## src/verilog/zif_pkg.sv

```systemverilog
package zif_pkg;

	// Host register map
	localparam logic [7:0] reg_data    = 8'h10;  // Data byte, write and read-back
	localparam logic [7:0] reg_supply  = 8'h11;  // VCC/VPP control, write only
	localparam logic [7:0] reg_control = 8'h12;  // Control pin write, status read
	localparam logic [7:0] reg_id_lo   = 8'hFD;
	localparam logic [7:0] reg_id_hi   = 8'hFE;
	localparam logic [7:0] reg_rev     = 8'hFF;

	// Design identification
	localparam logic [15:0] runtime_id  = 16'h0026;
	localparam logic [7:0]  runtime_rev = 8'h01;

	// Control pin selectors, carried in the low 7 bits of a control write
	localparam logic [6:0] sel_oe            = 7'd2;
	localparam logic [6:0] sel_wr            = 7'd3;
	localparam logic [6:0] sel_pagel_bs1     = 7'd4;
	localparam logic [6:0] sel_xa0           = 7'd5;
	localparam logic [6:0] sel_xa1_bs2       = 7'd6;
	localparam logic [6:0] sel_xtal          = 7'd7;
	localparam logic [6:0] sel_pagel_bs1_alt = 7'd9;
	localparam logic [6:0] sel_xa1_bs2_alt   = 7'd10;

	// ZIF socket pin numbers for a 20-pin DIP
	localparam int pin_data0     = 21;  // PA0
	localparam int pin_data1     = 20;  // PA1
	localparam int pin_data2     = 19;  // PA2
	localparam int pin_data3     = 18;  // PA3
	localparam int pin_data4     = 15;  // PA4
	localparam int pin_data5     = 14;  // PA5
	localparam int pin_data6     = 13;  // PA6
	localparam int pin_data7     = 12;  // PA7
	localparam int pin_avcc      = 16;
	localparam int pin_gnd_a     = 17;
	localparam int pin_wr        = 28;  // PB0, active low
	localparam int pin_xa0       = 29;  // PB1
	localparam int pin_xa1_bs2   = 30;  // PB2
	localparam int pin_pagel_bs1 = 31;  // PB3
	localparam int pin_vcc       = 32;
	localparam int pin_gnd_b     = 33;
	localparam int pin_xtal      = 34;  // PB4, XTAL1
	localparam int pin_oe        = 35;  // PB5, active low
	localparam int pin_rdy       = 36;  // PB6, RDY/BSY from the chip
	localparam int pin_reset_vpp = 37;  // PB7, reset and high voltage

	// One host byte, read as a control command or a supply command
	typedef union packed {
		struct packed {
			logic       level;  // New level of the selected pin
			logic [6:0] sel;
		} ctrl_cmd;
		struct packed {
			logic [3:0] reserved;
			logic       vcc;
			logic       vcc_en;
			logic       vpp;
			logic       vpp_en;
		} supply_cmd;
	} host_word;

endpackage
```

## src/verilog/readback_mux.sv

```systemverilog
`timescale 1ns/1ps

module readback_mux (
	input  logic       write,
	input  logic       reset,
	input  logic       reg_read,
	input  logic [7:0] address,
	input  logic [7:0] pin_byte,
	input  logic       rdy,
	output logic [7:0] rdata
);

	logic [7:0] status;

	assign status = {7'b0000000, rdy};  // RDY/BSY in bit 0

	// pin_byte and rdy are already synchronized in the pin driver
	always_ff @(posedge write) begin
		if (reset) begin
			rdata <= 8'h00;
		end else if (reg_read) begin
			case (address)
				zif_pkg::reg_data:    rdata <= pin_byte;
				zif_pkg::reg_control: rdata <= status;
				zif_pkg::reg_id_lo:   rdata <= zif_pkg::runtime_id[7:0];
				zif_pkg::reg_id_hi:   rdata <= zif_pkg::runtime_id[15:8];
				zif_pkg::reg_rev:     rdata <= zif_pkg::runtime_rev;
				default: ;  // Keep the last byte
			endcase
		end
	end

endmodule

```

## config.mk

```make
export PLATFORM = sky130hd
export DESIGN_NAME = readback_mux
export DESIGN_NICKNAME = d
export VERILOG_FILES = /design/src/verilog/zif_pkg.sv /design/src/verilog/readback_mux.sv
export SDC_FILE = /design/constraint.sdc
export NUM_CORES = 1
export LEC_CHECK = 0
export ABC_CLOCK_PERIOD_IN_PS = 1250
export BUFFER_PORTS_ARGS = -buffer_cell sky130_fd_sc_hd__clkbuf_2
export CORE_MARGIN = 2
export CORE_UTILIZATION = 25
export DETAILED_ROUTE_END_ITERATION = 7
export GPL_TIMING_DRIVEN = 0
export PLACE_DENSITY_LB_ADDON = 0.15
export REMOVE_ABC_BUFFERS = 1
export SLEW_MARGIN = 20
export SYNTH_ARGS = -nofsm -noshare
export SYNTH_HDL_FRONTEND = slang
export SYNTH_SLANG_ARGS = --single-unit
```

## constraint.sdc

```tcl
create_clock -name write -period 1.25 [get_ports write]
set_clock_uncertainty 0.1 [all_clocks]
set_input_delay 0.125 -clock write [delete_from_list [all_inputs] [get_ports write]]
set_output_delay 0.125 -clock write [all_outputs]
set_load 0.03 [all_outputs]
```

==> key figures <==
Status
  • Status: finished, final reports clean

Final layout
  • Commonest non-fill, non-tap cell in the layout: clkbuf_2
  • Max reg flops: 8
  • Commonest non-fill, non-tap cells in the layout: clkbuf_2 (27), dfxtp_1 (8)
  • Biggest regs: rdata x8
  • Layout cells sized above 1: 0.4557
  • Post-route insts no fill: 95
  • Nets: 101
  • # fillers: 170
  • Antenna Cells: 0
  • Area growth syn-to-layout: 50.95%
  • Register bank with the most flops: rdata
  • Finished Cell Area: 596.8 um2

Floorplanning
  • Chip height: ~44 um
  • Ports: 28
  • Die ar.: around 1900 um2
  • Total core area: 1489 um2
  • Starting Density: 0.2655
  • Floorplan row count: 14
  • Die width: 43.77 um

Routing
  • Final wirelength: about 940 um
  • Starting DRT DRC Count: 1
  • Routed vias: 454
  • Remaining DRCs: 0
  • WL/cell: 9.863 um
  • Antenna-violating nets left: 0
  • First-pass DRT Iterations: 4
  • Vias/cell: 4.779

Timing
  • Max-slew headroom: 0.7527
  • Crit path time final: around 1.2 ns
  • Setup TNS Final: 0 ns
  • RSZ-0062 raised after global routing: true
  • Tightest Pin Transition: 0.3676 ns
  • Hold_ws: ~0.0081 ns
  • Final Cycle Share: 0.9611
  • Max Fclk: 0.8324 GHz
  • Final setup viols: 0
  • Final Hold Violating Endpoints: 0
  • Pins Over Slew Limit: 0

Clocking
  • Root Buffer Master: clkbuf_4
  • CTS tree: yes
  • H-tree levels: 1
  • Worst-path clk slew: 0.05 ns
  • Clk buf depth: 2
  • Clock latency on the worst-skew pair: between 0.2 and 0.25 ns
  • Num CTS Buffers: 3
  • Clock sinks: 8

Critical path
  • CP endpoint kind: flop
  • CP Max Fanout: 8
  • Crit path required time: about 1.3 ns
  • Critical path class: input pin to flop
  • Startpoint Class: input pin
  • Crit path DAT: 1.27 ns

GRT
  • Initial antenna violation count: 0
  • First-pass GRT wire length: 1.414 mm
  • Total Routing Usage GR: 0.1021
  • Largest net degree at the start of global routing: 9
  • GRT Residual Overflow: 0
  • Vias in the first global route: 358

Yosys
  • Cell variety after synth: 18
  • Syn_area_per_cell: approximately 8 um2
  • Cell Area, Synth: 395.4 um2
  • Sequential share of the synthesized area: 0.4051
  • FF+latch count, synth: 8
  • YS warnings: 0
  • Cells after synthesis: 48

Placed design
  • Dpl cells: 89
  • HPWL Detailed: 735.7 um
  • Gpl congestion: 0.6925
  • Placed Area: 535.5 um2
  • Count of input and output buffers: 27

Pwr
  • Maximum vdd drop: 0.2554 mV
  • Power Total: 514.7 uW
  • Power Dens Cells: around 860 nW/um2
  • P_leak: ~0.27 nW

Flow run
  • Max-Cap Viols: 0

Hold path
  • Hold Crit Class: input pin to flop
[cell families after synthesis]
group / count (synthesis) / share of synthesized area
buffers and inverters: 3 / 0.04745
DFF: 8 / 0.4051
and+or+nand+nor: 23 / 0.3038
AOI/OAI and AO/OA: 14 / 0.2437
[report_power, final]
part / switching, mW / internal [mW]
registers: 0.000953 / 0.257
clock network: 0.0813 / 0.109
logic: 0.0320 / 0.0338
[worst max-delay path: stages]
cell	delay, ns
clkbuf_2	0.11
nor4_2	0.28
nand3_2	0.18
a21boi_4	0.18
buf_4	0.16
nor2_1	0.05
a211oi_1	0.18
[cells in the mapped netlist]
| library cell | instances | area share |
|---|---|---|
| nor4_2 | 1 | 0.032 |
| nor2_1 | 5 | 0.047 |
| a21boi_2 | 1 | 0.028 |
| and4_1 | 1 | 0.022 |
| inv_1 | 1 | 0.0095 |
| nand2_1 | 5 | 0.047 |
| a21boi_0 | 1 | 0.019 |
| dfxtp_1 | 8 | 0.41 |
| nand4_1 | 1 | 0.016 |
| o21a_1 | 1 | 0.019 |
| a21oi_1 | 5 | 0.063 |
| buf_1 | 1 | 0.0095 |
| nand3_1 | 6 | 0.076 |
| o22ai_1 | 1 | 0.016 |
| a211oi_1 | 4 | 0.076 |
| nand2b_1 | 4 | 0.063 |
| o2111ai_1 | 1 | 0.022 |
| buf_6 | 1 | 0.028 |
[area by class of cell]
type                            instances  area [um2]  area share
Clock buffer                            3       22.52     0.03774
Inverter                                1       3.754    0.006289
Multi-Input combinational cell         37       230.2      0.3857
Sequential cell                         8       160.2      0.2683
Tap cell                               16       20.02     0.03354
Timing Repair Buffer                   30       160.2      0.2683
[through the flow]
step           setup slack (ns)  utilization
6_report                0.04860       0.4008
5_1_grt                -0.02819       0.4008
4_1_cts                 0.01108       0.3975
3_5_place_dp            -0.3770       0.3597
3_3_place_gp            -0.3894       0.3597
2_1_floorplan          -0.05476            -
[repair_timing]
item,4_1_cts,5_1_grt
pin swaps,1,0
endpoints found under the hold margin,1,0
resized for setup,2,1
gates cloned,0,0
buffers inserted,2,0
endpoints found under the setup margin,8,7
hold buffers,1,0
[path summary, 6_finish.rpt]
path | start | end | slack (ns) | depth (start not counted)
max | address[0] | rdata[0]$_SDFFE_PP0P_ | 0.05 | 7
min | pin_byte[1] | rdata[1]$_SDFFE_PP0P_ | 0.008 | 3
max reg2reg | rdata[5]$_SDFFE_PP0P_ | rdata[5]$_SDFFE_PP0P_ | 0.50 | 2
min reg2reg | rdata[3]$_SDFFE_PP0P_ | rdata[3]$_SDFFE_PP0P_ | 0.37 | 2
[routing by layer]
metal	vias up	share of wire	track usage
li1	238	-	-
met1	199	0.44	0.1241
met2	15	0.48	0.1529
met3	2	0.070	0.01667
met4	0	0.016	0.09091
met5	-	0	0
Note: power is estimated with default switching activity, not from simulation.
