$ cat src/verilog/zif_pkg.sv
package zif_pkg;

	// Host register map
	localparam logic [7:0] reg_data    = 8'h10;  // Data byte, write and read-back
	localparam logic [7:0] reg_supply  = 8'h11;  // VCC/VPP control, write only
	localparam logic [7:0] reg_control = 8'h12;  // Control pin write, status read
	localparam logic [7:0] reg_id_lo   = 8'hFD;
	localparam logic [7:0] reg_id_hi   = 8'hFE;
	localparam logic [7:0] reg_rev     = 8'hFF;

	// Design identification
	localparam logic [15:0] runtime_id  = 16'h0026;
	localparam logic [7:0]  runtime_rev = 8'h01;

	// Control pin selectors, carried in the low 7 bits of a control write
	localparam logic [6:0] sel_oe            = 7'd2;
	localparam logic [6:0] sel_wr            = 7'd3;
	localparam logic [6:0] sel_pagel_bs1     = 7'd4;
	localparam logic [6:0] sel_xa0           = 7'd5;
	localparam logic [6:0] sel_xa1_bs2       = 7'd6;
	localparam logic [6:0] sel_xtal          = 7'd7;
	localparam logic [6:0] sel_pagel_bs1_alt = 7'd9;
	localparam logic [6:0] sel_xa1_bs2_alt   = 7'd10;

	// ZIF socket pin numbers for a 20-pin DIP
	localparam int pin_data0     = 21;  // PA0
	localparam int pin_data1     = 20;  // PA1
	localparam int pin_data2     = 19;  // PA2
	localparam int pin_data3     = 18;  // PA3
	localparam int pin_data4     = 15;  // PA4
	localparam int pin_data5     = 14;  // PA5
	localparam int pin_data6     = 13;  // PA6
	localparam int pin_data7     = 12;  // PA7
	localparam int pin_avcc      = 16;
	localparam int pin_gnd_a     = 17;
	localparam int pin_wr        = 28;  // PB0, active low
	localparam int pin_xa0       = 29;  // PB1
	localparam int pin_xa1_bs2   = 30;  // PB2
	localparam int pin_pagel_bs1 = 31;  // PB3
	localparam int pin_vcc       = 32;
	localparam int pin_gnd_b     = 33;
	localparam int pin_xtal      = 34;  // PB4, XTAL1
	localparam int pin_oe        = 35;  // PB5, active low
	localparam int pin_rdy       = 36;  // PB6, RDY/BSY from the chip
	localparam int pin_reset_vpp = 37;  // PB7, reset and high voltage

	// One host byte, read as a control command or a supply command
	typedef union packed {
		struct packed {
			logic       level;  // New level of the selected pin
			logic [6:0] sel;
		} ctrl_cmd;
		struct packed {
			logic [3:0] reserved;
			logic       vcc;
			logic       vcc_en;
			logic       vpp;
			logic       vpp_en;
		} supply_cmd;
	} host_word;

endpackage
$ cat src/verilog/prog_registers.sv
`timescale 1ns/1ps

module prog_registers (
	input  logic       write,
	input  logic       reset,
	input  logic       reg_write,
	input  logic [7:0] address,
	input  logic [7:0] wdata,
	output logic [7:0] dut_data,
	output logic       dut_oe,
	output logic       dut_wr,
	output logic       dut_xtal,
	output logic       dut_pagel_bs1,
	output logic       dut_xa0,
	output logic       dut_xa1_bs2,
	output logic       vcc,
	output logic       vcc_en,
	output logic       vpp,
	output logic       vpp_en
);

	zif_pkg::host_word cmd;

	assign cmd = wdata;

	always_ff @(posedge write) begin
		if (reset) begin
			dut_data      <= 8'h00;
			dut_oe        <= 1'b0;
			dut_wr        <= 1'b0;
			dut_xtal      <= 1'b0;
			dut_pagel_bs1 <= 1'b0;
			dut_xa0       <= 1'b0;
			dut_xa1_bs2   <= 1'b0;
			vcc           <= 1'b0;
			vcc_en        <= 1'b0;
			vpp           <= 1'b0;
			vpp_en        <= 1'b0;
		end else if (reg_write) begin
			case (address)
				zif_pkg::reg_data: dut_data <= wdata;
				zif_pkg::reg_supply: begin
					vcc    <= cmd.supply_cmd.vcc;
					vcc_en <= cmd.supply_cmd.vcc_en;
					vpp    <= cmd.supply_cmd.vpp;
					vpp_en <= cmd.supply_cmd.vpp_en;
				end
				zif_pkg::reg_control: begin
					// One pin per write, level from bit 7
					case (cmd.ctrl_cmd.sel)
						zif_pkg::sel_oe:   dut_oe   <= cmd.ctrl_cmd.level;
						zif_pkg::sel_wr:   dut_wr   <= cmd.ctrl_cmd.level;
						zif_pkg::sel_xa0:  dut_xa0  <= cmd.ctrl_cmd.level;
						zif_pkg::sel_xtal: dut_xtal <= cmd.ctrl_cmd.level;
						zif_pkg::sel_pagel_bs1,
						zif_pkg::sel_pagel_bs1_alt:
							dut_pagel_bs1 <= cmd.ctrl_cmd.level;
						zif_pkg::sel_xa1_bs2,
						zif_pkg::sel_xa1_bs2_alt:
							dut_xa1_bs2 <= cmd.ctrl_cmd.level;
						default: ;  // Selectors 1 and 8 are no-ops
					endcase
				end
				default: ;  // Read-only or unmapped address
			endcase
		end
	end

endmodule

$ cat config.mk
export PLATFORM = sky130hd
export DESIGN_NAME = prog_registers
export DESIGN_NICKNAME = d
export VERILOG_FILES = /design/src/verilog/zif_pkg.sv /design/src/verilog/prog_registers.sv
export SDC_FILE = /design/constraint.sdc
export NUM_CORES = 1
export LEC_CHECK = 0
export ABC_CLOCK_PERIOD_IN_PS = 3400
export BUFFER_PORTS_ARGS = -buffer_cell sky130_fd_sc_hd__buf_4
export CAP_MARGIN = 20
export CORE_ASPECT_RATIO = 1.75
export CORE_MARGIN = 10
export CORE_UTILIZATION = 30
export DETAILED_ROUTE_END_ITERATION = 8
export HOLD_SLACK_MARGIN = 0.08
export SYNTH_ARGS = -nofsm -noshare
export SYNTH_HDL_FRONTEND = slang
export SYNTH_SLANG_ARGS = --single-unit
$ cat constraint.sdc
create_clock -name write -period 3.4 [get_ports write]
set_input_delay 0.85 -clock write [delete_from_list [all_inputs] [get_ports write]]
set_output_delay 0.85 -clock write [all_outputs]
set_load 0.01 [all_outputs]
==> out/metrics.cfg <==
[pwr]
power.leakage_nw=0.4963
power_density_nw_per_um2=339.7
peakVddDrop_v=0.0002561

[synthesis]
yosys.area.top_type_share=0.4286
post-synth-top-count-cell=dfxtp_1
ys_seq_area_frac=0.4286
synth_edf_count=0
synth-compound-area-share=0.1042
yosysUniqueCellTypes=32
synth.cell_area_um2=840.8
synth_simple_gate_area_frac=0.2649
synth-seq-cells=18
synthAdderAreaFrac=0
synth_xor_area_frac=0.01042
ys.flop_type=dfxtp_1
synth_largest_area_cell=dfxtp_1
syn_nets=106
synth_area_per_cell_um2=9.664
synthTopCellsByArea=dfxtp_1 (43%), mux2i_1 (14%), nor2_1 (6.3%), a21oi_1 (3.6%), nor4b_4 (2.8%)
synth_warnings=0
ys_top_cells_by_count=dfxtp_1 (18), nor2_1 (14), mux2i_1 (12), a21oi_1 (6)
synthArstFlopShare=0
synthMuxAreaShare=0.1429
syn_inst=87
synth_top_family_by_area=simple AND/OR/NAND/NOR gates

[route]
first_pass_iters=3
drc_errors=0
drt-vias-per-instance=5.041
via_count=741
ant_nets=0
first_iter_violations=12
wl_per_cell_um=15.61
totalWireLength_um=2294

[timing]
fin_crit_sh=0.6968
setup_viol=0
fin_crit_ns=2.369
rsz0062_at_grt=false
tightest_slew_ns=0.7785
clock.fmax_mhz=422.1
skew_ns=0
fin_tns_setup_ns=0
hold_viol=0
drv_slew=0
relSlewSlack=0.4788
hold_slack_ns=0.4632

[floorplan]
initial_core_util=0.3126
placementRows=25
die_h_um=90.04
die_area_um2=5404
io-pin-count=37
core-area_um2=2690
fp.dieW_um=60.02

[setup_path]
crit_fanout=8
r2r_end=dut_xa0
crit_start=address[0]
crit_type=input pin to register
crit_path_start_kind=input pin
crit_slowest_cell=nor3b_2
reg2reg_from=dut_xa0
arrival_ns=2.50
cp.required_ns=3.53
cp_slowest_stage_delay_ns=0.68
r2r_setup_slack_ns=2.65
reg2reg_depth=2
end_kind=register
path_cells=buf_4, or4b_1, nor3b_2, mux2i_1, nor2_1

[grt]
grt_usage=0.08465
antenna_found_initial=0
grt-ovfl-total=0
grt_pass1_vias=768
grt_max_degree=19
grt_pass1_wl_um=3643

[placement]
portBuffers=36
gp_congestion=0.7208
dp_hpwl_um=1833

[min_path]
hp-class=register to register
hold_path_depth=2
min_from=dut_xa1_bs2
min_to=dut_xa1_bs2

[finish]
layout.nets=141
layout-drive-gt1-share=0.3667
syn_to_final_growth_pct=37.05
num_antenna_cells=0
seq_area_um2=360.3
filler_cell_count=279
multi_input_area_um2=439.2

[clock_tree]
ctsLongestPathBuffers=2
cts.hold.buffers_added=0
postCtsSetupBuffers=0
cts_sinks=18
clk-insertion-delay-late_ns=0.24
cts_resized=0
cts_root_buf=clkbuf_8
ctsHtreeMaxLevel=1
numCtsBuffers=3
clk_pin_slew_ns=0.06
tritoncts=done

[run_status]
status=complete, no violations

[run]
drv_cap=0

[cells by family after synthesis]
group           after synthesis
simple gates                 35
compound gates               13
buf+inv                       8
flops                        18
xor+xnor                      1
mux                          12
[cells in the final DEF (no fill, tap or decap), types with 2 or more instances in the layout]
cell type,instances
a21oi_1,6
buf_4,36
clkbuf_8,3
dfxtp_1,18
inv_1,2
mux2i_1,12
nand3_1,3
nand3b_1,2
nand4_1,2
nor2_1,14
nor3_1,2
o41ai_1,2
[metrics by stage]
step	total power [mW]	instances	setup slack [ns]	instance area, um2	util
after floorplan	0.2326	87	1.316	840.8	-
after global placement	0.2547	144	0.7970	1111	0.4130
after detailed placement	0.2549	144	0.7680	1111	0.4130
after CTS	0.3987	147	1.021	1152	0.4284
after global routing	0.4128	147	0.9461	1152	0.4284
final	0.3914	147	1.031	1152	0.4284
[area by class of cell]
class | instances | area share
Tap cell | 27 | 0.02932
Multi-Input combinational cell | 61 | 0.3811
Inverter | 2 | 0.006515
Clock buffer | 3 | 0.03583
Timing Repair Buffer | 36 | 0.2345
Sequential cell | 18 | 0.3127
[power by group]
group	leakage [nW]	internal (mW)	switching, mW
combinational	0.330	0.0198	0.0190
sequential	0.145	0.211	0.0000949
clock	0.0216	0.0784	0.0631
[critical path, delay by kind of cell]
kind	cells	cell delay [ns]
buf+inv	1	0.12
simple gates	3	1.27
mux	1	0.27
[sequential cells by signal, summed over array words and instances, names as in the netlist]
| signal | cells |
|---|---|
| vcc | 1 |
| dut_wr | 1 |
| dut_oe | 1 |
| dut_pagel_bs1 | 1 |
| vpp | 1 |
| vpp_en | 1 |
| vcc_en | 1 |
| dut_xtal | 1 |
| dut_xa1_bs2 | 1 |
| dut_xa0 | 1 |
| dut_data | 8 |
[routing by layer]
| metal | wire [um] | global-route usage | up-vias | share of wire |
|---|---|---|---|---|
| met3 | 142 | 0.02958 | 2 | 0.062 |
| met2 | 1302 | 0.1491 | 13 | 0.57 |
| met1 | 825 | 0.08388 | 345 | 0.36 |
| met4 | 23 | 0.03383 | 0 | 0.010 |
| met5 | 0 | 0 | - | 0 |
| li1 | - | - | 381 | - |
[how the worst max path moves through the flow]
stage	end	cells past startpoint	slack (ns)
6_report	dut_data[0]	5	1.03
5_1_grt	dut_data[0]	5	0.95
4_1_cts	dut_data[0]	5	1.02
3_5_place_dp	dut_data[0]	5	0.77
3_3_place_gp	dut_data[2]	5	0.80
2_1_floorplan	dut_data[1]	5	1.32
(Power assumes the default switching activity.)
